<file path="config.mk">
export PLATFORM = sky130hd
export DESIGN_NAME = rename_top
export DESIGN_NICKNAME = d
export VERILOG_FILES = /design/src/design/rename_pkg.sv /design/src/design/free_list.sv /design/src/design/rename_map_table.sv /design/src/design/rename_top.sv
export SDC_FILE = /design/constraint.sdc
export NUM_CORES = 2
export LEC_CHECK = 0
export BUFFER_PORTS_ARGS = -buffer_cell sky130_fd_sc_hd__buf_2
export CAP_MARGIN = 20
export CORE_UTILIZATION = 50
export CTS_BUF_LIST = sky130_fd_sc_hd__clkbuf_2
export DETAILED_ROUTE_END_ITERATION = 10
export GPL_TIMING_DRIVEN = 0
export PLACE_DENSITY = 0.66
export SKIP_CTS_REPAIR_TIMING = 1
export SLEW_MARGIN = 0
export SYNTH_ARGS = -nofsm -noshare
export SYNTH_HDL_FRONTEND = slang
export SYNTH_SLANG_ARGS = --single-unit
</file>
<file path="constraint.sdc">
create_clock -name clk -period 6.1 [get_ports clk]
set_clock_uncertainty 0.15 [all_clocks]
set_input_delay 1.22 -clock clk [delete_from_list [all_inputs] [get_ports clk]]
set_output_delay 1.22 -clock clk [all_outputs]
set_load 0.05 [all_outputs]
</file>
<file path="src/design/rename_pkg.sv">
/*
  Shared types for the register-rename unit
  Register counts are fixed constants so the lane structs have fixed widths
  Lane counts are not set here; they come from the top-level parameters
  Architectural register 0 gets no special treatment
*/
package rename_pkg;

  // ====================
  // Register counts
  // ====================
  localparam int ARCH_REG_NUM = 32;
  localparam int PHY_REG_NUM  = 64;
  // Registers not covered by the reset identity map
  localparam int FREE_NUM     = PHY_REG_NUM - ARCH_REG_NUM;

  localparam int AREG_W = $clog2(ARCH_REG_NUM);
  localparam int PREG_W = $clog2(PHY_REG_NUM);

  typedef logic [AREG_W-1:0] areg_t;
  typedef logic [PREG_W-1:0] preg_t;

  // ====================
  // Lane structs
  // ====================
  // Incoming rename request, one per lane
  typedef struct packed {
    areg_t arch_rs1;
    areg_t arch_rs2;
    areg_t arch_rd;
  } rename_req_t;

  // Request plus the register taken from the free list
  typedef struct packed {
    areg_t arch_rs1;
    areg_t arch_rs2;
    areg_t arch_rd;
    preg_t new_prd;
  } alloc_lane_t;

  // Renamed output lane
  typedef struct packed {
    preg_t prs1;
    preg_t prs2;
    preg_t prd;
    preg_t old_prd;
    areg_t arch_rd;
  } renamed_lane_t;

  // Retiring instruction
  typedef struct packed {
    areg_t arch_rd;
    preg_t prd;
    preg_t old_prd;
  } commit_lane_t;

  // Content of a pipeline stage register
  typedef enum logic {
    STAGE_EMPTY = 1'b0,
    STAGE_FULL  = 1'b1
  } stage_state_e;

endpackage

</file>
<file path="src/design/free_list.sv">
/*
  Circular free list of physical registers with the stage-1 register
  Valid lanes, rename and commit alike, must be contiguous from lane 0
  Caller may rename only while alloc_ready_o is high
  Flush rewinds the speculative head to the committed head
  Flush and commit must not fall in the same cycle
*/
`timescale 1ns/1ps

module free_list #(
  parameter int RENAME_WIDTH = 2,
  parameter int COMMIT_WIDTH = 2
) (
  input  logic                                     clk,
  input  logic                                     rst_n,
  input  logic                                     flush_i,
  input  logic [RENAME_WIDTH-1:0]                  rename_valid_i,
  input  rename_pkg::rename_req_t [RENAME_WIDTH-1:0] rename_req_i,
  input  logic [COMMIT_WIDTH-1:0]                  commit_valid_i,
  input  rename_pkg::commit_lane_t [COMMIT_WIDTH-1:0] commit_i,
  output logic                                     alloc_ready_o,
  output logic [RENAME_WIDTH-1:0]                  alloc_valid_o,
  output rename_pkg::alloc_lane_t [RENAME_WIDTH-1:0] alloc_lanes_o
);

  // Extra pointer bit tells full from empty
  localparam int PTR_W  = $clog2(rename_pkg::FREE_NUM) + 1;
  localparam int IDX_W  = PTR_W - 1;
  localparam int ACNT_W = $clog2(RENAME_WIDTH + 1);
  localparam int CCNT_W = $clog2(COMMIT_WIDTH + 1);

  rename_pkg::preg_t list_q [rename_pkg::FREE_NUM];
  logic [PTR_W-1:0]  spec_head_q;
  logic [PTR_W-1:0]  commit_head_q;
  logic [PTR_W-1:0]  tail_q;

  logic [PTR_W-1:0]        free_cnt;
  logic [RENAME_WIDTH-1:0] alloc_req;
  logic [ACNT_W-1:0]       alloc_cnt;
  logic [CCNT_W-1:0]       commit_cnt;
  logic [IDX_W-1:0]        rd_idx [RENAME_WIDTH];
  logic [IDX_W-1:0]        wr_idx [COMMIT_WIDTH];

  rename_pkg::stage_state_e                   stage_q;
  logic [RENAME_WIDTH-1:0]                    valid_q;
  rename_pkg::alloc_lane_t [RENAME_WIDTH-1:0] lanes_q;

  // ====================
  // Counts and indices
  // ====================
  always_comb begin
    // A flush drops any request in the same cycle
    alloc_req  = flush_i ? '0 : rename_valid_i;
    alloc_cnt  = ACNT_W'($countones(alloc_req));
    commit_cnt = CCNT_W'($countones(commit_valid_i));
    // Free count is head-to-tail distance
    free_cnt      = tail_q - spec_head_q;
    alloc_ready_o = free_cnt >= PTR_W'(RENAME_WIDTH);
    // Lanes are contiguous, so lane i takes entry head + i
    for (int i = 0; i < RENAME_WIDTH; i++) begin
      rd_idx[i] = IDX_W'(spec_head_q + PTR_W'(i));
    end
    // Commit appends from the tail, wrapping
    for (int i = 0; i < COMMIT_WIDTH; i++) begin
      wr_idx[i] = IDX_W'(tail_q + PTR_W'(i));
    end
  end

  // ====================
  // List and pointers
  // ====================
  always_ff @(posedge clk or negedge rst_n) begin
    if (!rst_n) begin
      // Registers above the identity map start free, in order
      for (int i = 0; i < rename_pkg::FREE_NUM; i++) begin
        list_q[i] <= rename_pkg::preg_t'(rename_pkg::FREE_NUM + i);
      end
      spec_head_q   <= '0;
      commit_head_q <= '0;
      tail_q        <= PTR_W'(rename_pkg::FREE_NUM);
    end else begin
      for (int i = 0; i < COMMIT_WIDTH; i++) begin
        if (commit_valid_i[i]) begin
          list_q[wr_idx[i]] <= commit_i[i].old_prd;
        end
      end
      tail_q        <= tail_q + PTR_W'(commit_cnt);
      commit_head_q <= commit_head_q + PTR_W'(commit_cnt);
      // Rewind drops all uncommitted allocations
      if (flush_i) begin
        spec_head_q <= commit_head_q;
      end else begin
        spec_head_q <= spec_head_q + PTR_W'(alloc_cnt);
      end
    end
  end

  // ====================
  // Stage-1 register
  // ====================
  always_ff @(posedge clk or negedge rst_n) begin
    if (!rst_n) begin
      stage_q <= rename_pkg::STAGE_EMPTY;
      valid_q <= '0;
    end else begin
      valid_q <= alloc_req;
      stage_q <= (|alloc_req) ? rename_pkg::STAGE_FULL : rename_pkg::STAGE_EMPTY;
    end
  end

  // Payload only, qualified by stage_q
  always_ff @(posedge clk) begin
    for (int i = 0; i < RENAME_WIDTH; i++) begin
      lanes_q[i].arch_rs1 <= rename_req_i[i].arch_rs1;
      lanes_q[i].arch_rs2 <= rename_req_i[i].arch_rs2;
      lanes_q[i].arch_rd  <= rename_req_i[i].arch_rd;
      lanes_q[i].new_prd  <= list_q[rd_idx[i]];
    end
  end

  assign alloc_valid_o = (stage_q == rename_pkg::STAGE_FULL) ? valid_q : '0;
  assign alloc_lanes_o = lanes_q;

  // Source must respect ready
  a_alloc_ready: assert property (@(posedge clk) disable iff (!rst_n)
    |rename_valid_i |-> alloc_ready_o)
    else $error("free_list: rename while not ready");

  // Valid masks of the form 0..011..1
  a_lanes_contig: assert property (@(posedge clk) disable iff (!rst_n)
    ((rename_valid_i & (rename_valid_i + RENAME_WIDTH'(1))) == '0) &&
    ((commit_valid_i & (commit_valid_i + COMMIT_WIDTH'(1))) == '0))
    else $error("free_list: valid lanes not contiguous from lane 0");

  a_no_flush_commit: assert property (@(posedge clk) disable iff (!rst_n)
    !(flush_i && (|commit_valid_i)))
    else $error("free_list: flush together with commit");

endmodule

</file>
<file path="src/design/rename_map_table.sv">
/*
  Speculative and committed map tables with the stage-2 register
  Both maps reset to the identity, arch i to phys i
  Later bundles see earlier ones through the speculative map
  Within a bundle the newest earlier lane overrides the map
  Flush restores the speculative map from the committed map
*/
`timescale 1ns/1ps

module rename_map_table #(
  parameter int RENAME_WIDTH = 2,
  parameter int COMMIT_WIDTH = 2
) (
  input  logic                                       clk,
  input  logic                                       rst_n,
  input  logic                                       flush_i,
  input  logic [RENAME_WIDTH-1:0]                    alloc_valid_i,
  input  rename_pkg::alloc_lane_t [RENAME_WIDTH-1:0]   alloc_lanes_i,
  input  logic [COMMIT_WIDTH-1:0]                    commit_valid_i,
  input  rename_pkg::commit_lane_t [COMMIT_WIDTH-1:0]  commit_i,
  output logic [RENAME_WIDTH-1:0]                    out_valid_o,
  output rename_pkg::renamed_lane_t [RENAME_WIDTH-1:0] out_lanes_o
);

  rename_pkg::preg_t spec_map_q   [rename_pkg::ARCH_REG_NUM];
  rename_pkg::preg_t commit_map_q [rename_pkg::ARCH_REG_NUM];

  rename_pkg::renamed_lane_t [RENAME_WIDTH-1:0] renamed;

  rename_pkg::stage_state_e                     out_state_q;
  logic [RENAME_WIDTH-1:0]                      out_valid_q;
  rename_pkg::renamed_lane_t [RENAME_WIDTH-1:0] out_lanes_q;

  // ====================
  // Lookup and bypass
  // ====================
  always_comb begin
    for (int i = 0; i < RENAME_WIDTH; i++) begin
      renamed[i].prs1    = spec_map_q[alloc_lanes_i[i].arch_rs1];
      renamed[i].prs2    = spec_map_q[alloc_lanes_i[i].arch_rs2];
      renamed[i].old_prd = spec_map_q[alloc_lanes_i[i].arch_rd];
      renamed[i].prd     = alloc_lanes_i[i].new_prd;
      renamed[i].arch_rd = alloc_lanes_i[i].arch_rd;
      // Ascending scan, so the newest earlier writer wins
      for (int j = 0; j < i; j++) begin
        if (alloc_valid_i[j]) begin
          if (alloc_lanes_i[j].arch_rd == alloc_lanes_i[i].arch_rs1) begin
            renamed[i].prs1 = alloc_lanes_i[j].new_prd;
          end
          if (alloc_lanes_i[j].arch_rd == alloc_lanes_i[i].arch_rs2) begin
            renamed[i].prs2 = alloc_lanes_i[j].new_prd;
          end
          if (alloc_lanes_i[j].arch_rd == alloc_lanes_i[i].arch_rd) begin
            renamed[i].old_prd = alloc_lanes_i[j].new_prd;
          end
        end
      end
    end
  end

  // ====================
  // Map tables
  // ====================
  always_ff @(posedge clk or negedge rst_n) begin
    if (!rst_n) begin
      for (int i = 0; i < rename_pkg::ARCH_REG_NUM; i++) begin
        spec_map_q[i] <= rename_pkg::preg_t'(i);
      end
    end else if (flush_i) begin
      // Bundle in stage 1 is dropped, never written
      spec_map_q <= commit_map_q;
    end else begin
      // Higher lane last, so it owns a shared arch_rd
      for (int i = 0; i < RENAME_WIDTH; i++) begin
        if (alloc_valid_i[i]) begin
          spec_map_q[alloc_lanes_i[i].arch_rd] <= alloc_lanes_i[i].new_prd;
        end
      end
    end
  end

  always_ff @(posedge clk or negedge rst_n) begin
    if (!rst_n) begin
      for (int i = 0; i < rename_pkg::ARCH_REG_NUM; i++) begin
        commit_map_q[i] <= rename_pkg::preg_t'(i);
      end
    end else begin
      for (int i = 0; i < COMMIT_WIDTH; i++) begin
        if (commit_valid_i[i]) begin
          commit_map_q[commit_i[i].arch_rd] <= commit_i[i].prd;
        end
      end
    end
  end

  // ====================
  // Stage-2 register
  // ====================
  always_ff @(posedge clk or negedge rst_n) begin
    if (!rst_n) begin
      out_state_q <= rename_pkg::STAGE_EMPTY;
      out_valid_q <= '0;
    end else if (flush_i) begin
      out_state_q <= rename_pkg::STAGE_EMPTY;
      out_valid_q <= '0;
    end else begin
      out_valid_q <= alloc_valid_i;
      out_state_q <= (|alloc_valid_i) ? rename_pkg::STAGE_FULL : rename_pkg::STAGE_EMPTY;
    end
  end

  always_ff @(posedge clk) begin
    out_lanes_q <= renamed;
  end

  assign out_valid_o = (out_state_q == rename_pkg::STAGE_FULL) ? out_valid_q : '0;
  assign out_lanes_o = out_lanes_q;

  // Restore copies the committed map, which must be settled
  a_no_commit_on_flush: assert property (@(posedge clk) disable iff (!rst_n)
    flush_i |-> (commit_valid_i == '0))
    else $error("rename_map_table: commit lane valid during flush");

endmodule

</file>
<file path="src/design/rename_top.sv">
/*
  Register-rename unit, two stages from request to renamed bundle
  Latency is two cycles, one bundle may enter per cycle
  No back-pressure from downstream; only alloc_ready_o toward the source
*/
`timescale 1ns/1ps

module rename_top #(
  parameter int RENAME_WIDTH = 2,
  parameter int COMMIT_WIDTH = 2
) (
  input  logic                                       clk,
  input  logic                                       rst_n,
  input  logic                                       flush_i,
  input  logic [RENAME_WIDTH-1:0]                    rename_valid_i,
  input  rename_pkg::rename_req_t [RENAME_WIDTH-1:0]   rename_req_i,
  input  logic [COMMIT_WIDTH-1:0]                    commit_valid_i,
  input  rename_pkg::commit_lane_t [COMMIT_WIDTH-1:0]  commit_i,
  output logic                                       alloc_ready_o,
  output logic [RENAME_WIDTH-1:0]                    out_valid_o,
  output rename_pkg::renamed_lane_t [RENAME_WIDTH-1:0] out_lanes_o
);

  // Stage-1 bundle, free list to map table
  logic [RENAME_WIDTH-1:0]                    alloc_valid;
  rename_pkg::alloc_lane_t [RENAME_WIDTH-1:0] alloc_lanes;

  // Stage 1, register allocation
  free_list #(
    .RENAME_WIDTH (RENAME_WIDTH),
    .COMMIT_WIDTH (COMMIT_WIDTH)
  ) i_free_list (
    .clk            (clk),
    .rst_n          (rst_n),
    .flush_i        (flush_i),
    .rename_valid_i (rename_valid_i),
    .rename_req_i   (rename_req_i),
    .commit_valid_i (commit_valid_i),
    .commit_i       (commit_i),
    .alloc_ready_o  (alloc_ready_o),
    .alloc_valid_o  (alloc_valid),
    .alloc_lanes_o  (alloc_lanes)
  );

  // Stage 2, map lookup and update
  rename_map_table #(
    .RENAME_WIDTH (RENAME_WIDTH),
    .COMMIT_WIDTH (COMMIT_WIDTH)
  ) i_rename_map_table (
    .clk            (clk),
    .rst_n          (rst_n),
    .flush_i        (flush_i),
    .alloc_valid_i  (alloc_valid),
    .alloc_lanes_i  (alloc_lanes),
    .commit_valid_i (commit_valid_i),
    .commit_i       (commit_i),
    .out_valid_o    (out_valid_o),
    .out_lanes_o    (out_lanes_o)
  );

endmodule

</file>
---- Word level (Yosys, flattened, before mapping) ----
Cells that the tools add are included.
storage, ports and cells
  input port bits ......................... 71
  output and inout bits ................... 61
  register bits after elaboration ......... 700
operators by class
  reduce and logical (&&, ||, !) cells .... 8
  order comparisons ....................... 19
  $add $sub $neg .......................... 8
  equal/unequal tests ..................... 3
  mux-type cells .......................... 63
  bitwise operators ....................... 12
operator list
  cell                                                                                  number
  192-bit two-way mux                                                                   8
  192-bit bitwise mux                                                                   6
  6-bit binary-select mux with 5-bit select                                             8
  6-bit demux with 5-bit select                                                         6
  6-bit two-way mux                                                                     27
  6-bit greater-or-equal comparator (second input constant)                             12
  5-bit NOT with 6-bit output                                                           12
  6-bit by 1-bit less-than comparator with 1-bit output (second input constant)         6
  6-bit by 2-bit adder with 6-bit output                                                3
  5-bit equality test                                                                   3
  12-bit two-way mux                                                                    1
  5-bit by 1-bit adder with 5-bit output (second input constant)                        2
  2-bit two-way mux                                                                     4
  6-bit by 2-bit greater-or-equal comparator with 1-bit output (second input constant)  1
  1-bit logical AND                                                                     6
  6-bit subtractor                                                                      1
  1-bit by 1-bit adder with 2-bit output                                                2
  2-bit OR reduction                                                                    2
  1-bit two-way mux                                                                     3

---- Depth between registers and ports, before layout ----
  depth after elaboration ................. 11
  gate-level depth with buffers ........... 10

---- Modules after synthesis ----
Synthesis repeated with hierarchy kept, for this count alone.
unflattened totals
  cells, all modules ...................... 4493
  area, all modules ....................... 46637.2 sq um
by module, submodules not included
  module            cells each  sequential area each (sq um)  times used  area each (sq um)
  rename_map_table  3063        11045.6                       1           31808.0
  free_list         1430        6312.3                        1           14829.2

---- Least setup slack after synthesis ----
No wires, ideal clock.
  path kind ............................... register to output
  start point ............................. reg i_free_list.spec_head_q[1]
  end point ............................... out alloc_ready_o
  arrival ................................. 2.652 ns
  buffers on the path ..................... 3
  stages on the path, launching flop included .. 11
  required time ........................... 4.730 ns
  slack ................................... 2.078 ns
  path through ............................ dfrtp_1 clkbuf_1 buf_2 buf_2 inv_1 fa_1 a21oi_1 nor2b_1 o31ai_1 o211ai_1 a2111o_1
between the ends
  cells in the longest elaborated chain, start to end .. 2
ends and longest elaborated chain
  what                                                          RTL line          RTL
  from (decl)                                                   free_list.sv:33   logic [PTR_W-1:0] spec_head_q;
  from (signal assigned)                                        free_list.sv:91   spec_head_q <= commit_head_q;
  from (signal assigned)                                        free_list.sv:93   spec_head_q <= spec_head_q + PTR_W'(alloc_cnt);
  6-bit subtractor                                              free_list.sv:57   free_cnt = tail_q - spec_head_q;
  6-bit by 2-bit greater-or-equal comparator with 1-bit output  free_list.sv:58   alloc_ready_o = free_cnt >= PTR_W'(RENAME_WIDTH);
  to (decl)                                                     rename_top.sv:19  output logic alloc_ready_o,
Every way passes these cells.

---- Worst setup path after layout ----
Ends and elaborated chain as after synthesis.

==> run metrics <==
CTS clock-pin slew for the worst setup and hold paths=90 ps; flip-flop and latch count after synthesis=700; total number of nets in the final design=4576; global-route wire length before repair=296000 microns; detailed route wirelength on metal2=96500 microns; result of the run=complete, but fails checks; Ys Warns=0; top cell types by occurrence after synthesis=mux2i_1, nand2_1, mux4_2; clock net sink count=700; net count after synthesis=4183; H-Tree Level Count=4; Setup WS pre-CTS=1200 ps; instance count after placement with tap cells included=5411; normalized max-slew margin=13.0%; Fmax=0.170 GHz; Inserted Clock Buffers=187; class of the tightest hold or removal check=in -> reg; pin count of the biggest net entering global routing=122; WP data required=4730 ps; startpoint of the worst setup timing path=i_free_list.spec_head_q[1]; Critical Path End=alloc_ready_o; total detailed-routing wirelength=214000 microns; startpoint-to-endpoint class of the critical path=reg -> out; initial antenna violation count=14; number of nets with antenna violations after detailed routing=0; number of global-route vias before repair=38186; Critical R2R Capture=i_rename_map_table.out_lanes_o[35]; worst-skew pair later-pin latency=1620 ps; crit start category=register; Synth top area share=20.4%; Slew Viols, Final=0; R2R cell count=6; average cell area after synthesis=11.2 sq um; netlist area before placement=0.0460 sq mm; WP data arrival=4500 ps; total routing resource utilization after global routing=45.9%; detailed-route wire length per cell=36.7 microns; worst vdd rail ir drop=0.373 mV; Clk Tree Root Cell=clkbuf_2; max-cap check violation count=0; standby leakage power=20.7 nW; period utilization=96.3%; register area=0.0174 sq mm; Total Die Area=0.0932 sq mm; Fin Setup TNS=0 ps; uppermost signal routing layer after detailed routing=met5; Distinct cells, synth=71; gr ovfl total=0; count leader, synth=mux2i_1; routability cong.=1.08; clock tree from TritonCTS=done; worst-case register-to-register setup slack=2070 ps; number of inserted filler cells in the final layout=7961; instance count of the mapped netlist=4096; via total after detailed routing=39673; Core Area=0.0906 sq mm; wire length on met1=73500 microns; power consumption=22.9 mW; estimated wirelength of the detail-placed design=164000 microns; width of the chip=305 microns; primary flip-flop cell chosen by synthesis mapping=dfrtp_1; final critical-path setup slack=227 ps; clock period minus worst slack=5870 ps; pwr dens=450 mW/mm^2; leading area contributor after synthesis=mux4_2; number of detailed-route iterations in the first pass=7; startpoint of the lowest-slack hold path=rename_valid_i[0]; Post-Place Cell Area=0.0484 sq mm; count of input and output buffers=127; footprint of the multi-input gates=0.0269 sq mm; share of async-settable or async-resettable flops after synthesis=85.7%; number of placement rows=110; worst-case hold slack=-18.6 ps; largest buffer count on any clock path=3; initial DRC count=5255; launching point of the worst reg2reg path=i_free_list.alloc_lanes_o[28]; Hold Fails Final Rpt=2; proportion of synthesized chip area in sequential cells=37.7%; I/O pin count=132; Critical Path Fanout Max=10; Die Y-Extent=305 microns; Starting Density=50.8%; DRC violations left=0; CP endpoint kind=output port; cells taking the most area after synthesis=mux4_2, dfrtp_1, dfstp_2, mux2i_1, mux2_2; relative area change from synthesis to final layout=10.7%; total of endpoints with negative setup slack in the final report=0; share of final-layout standard cells stronger than drive strength 1=32.6%; worst-margin pin slew=1300 ps; total non-filler cell area in the finished layout=0.0509 sq mm; vias per std cell=6.79; Post-synth EDFFs=0; final standard cell count with taps included and fillers excluded=5840; detailed route wirelength on metal3=21900 microns; violated checks=negative hold slack
[through the flow]
step	hold slack (ps)	util, %
floorplan	176	-
global placement	185	53.1
detailed placement	186	53.4
CTS	-721	55.4
global route	-32.8	56.2
finish	-18.6	56.2
[layout make-up]
| class | count | area share (%) |
|---|---|---|
| multi-input cells | 2995 | 52.9 |
| flip-flops and latches | 700 | 34.1 |
| inverters | 20 | 0.147 |
| clock buffers | 299 | 2.94 |
| clock inverters | 52 | 0.619 |
| repair buffers | 205 | 3.10 |
| diodes | 13 | 0.0639 |
| plain buffers | 380 | 3.26 |
| well taps | 1176 | 2.89 |
[cells by family after synthesis]
logic type	after synthesis	share of synthesized area [%]
AO/OA/AOI/OAI	690	8.08
adder cells (fa/ha/maj)	16	0.501
XOR/XNOR	33	0.629
buffers and inverters	401	3.75
flip-flops	700	37.7
AND/OR/NAND/NOR	996	9.23
multiplexers	1260	40.1
[worst min path at each step]
stage	to	slack [ps]	cells after the start
floorplan	i_rename_map_table.out_lanes_o[0]	180	0
global placement	i_rename_map_table.out_lanes_o[3]	190	0
detailed placement	i_rename_map_table.out_lanes_o[0]	190	0
CTS	i_free_list.list_q[32]	-720	1
global route	i_free_list.commit_head_q[0]	-30	3
finish	i_free_list.valid_q[0]	-20	3
[cell usage in the layout, fill, tap and decap left out, types with 15 or more instances in the layout]
master	netlist	final
xnor2_1	18	18
buf_1	27	26
clkbuf_1	271	269
mux2_2	224	224
a21oi_1	257	257
nor2_1	363	363
dfrtp_1	327	327
clkinv_1	1	33
xor2_1	15	15
clkbuf_2	1	301
o21ai_1	198	198
nor2_2	23	23
buf_2	62	187
mux4_1	15	15
inv_1	17	17
dfstp_2	273	273
a22oi_1	25	25
mux2i_1	596	596
mux4_2	416	416
nand2_1	475	475
dfxtp_1	100	100
o21ai_0	147	147
dlygate4sd3_1	0	60
[per-layer routing]
layer  GRT usage [%]  vias to the layer above
met2            69.9                     3030
met3            11.2                      853
met1            53.8                    19648
met5               0                        -
met4            41.5                        6
li1                -                    16136
[registers in the layout (all words and copies together), names as in the netlist]
register                         count
i_free_list.alloc_lanes_o           42
i_free_list.commit_head_q            6
i_free_list.list_q                 192
i_free_list.spec_head_q              6
i_free_list.stage_q                  1
i_free_list.tail_q                   6
i_free_list.valid_q                  2
i_rename_map_table.commit_map_q    192
i_rename_map_table.out_lanes_o      58
i_rename_map_table.out_state_q       1
i_rename_map_table.out_valid_q       2
i_rename_map_table.spec_map_q      192
[critical path: stages, from the launching register on]
cell and delay (ps):
dfrtp_1 420, clkbuf_4 240, buf_4 240, buf_6 250
inv_1 150, fa_1 470, a21oi_1 150, nor2b_1 90
o31ai_1 190, o211ai_1 130, a2111o_1 420, buf_2 220
[power breakdown]
part / leakage, nW / switching, mW / internal [mW]
registers: 7.72 / 2.24 / 6.69
logic: 11.6 / 5.86 / 4.52
clock network: 1.38 / 2.23 / 1.38
total: 20.7 / 10.3 / 12.6
Note: power is estimated with default switching activity, not from simulation.
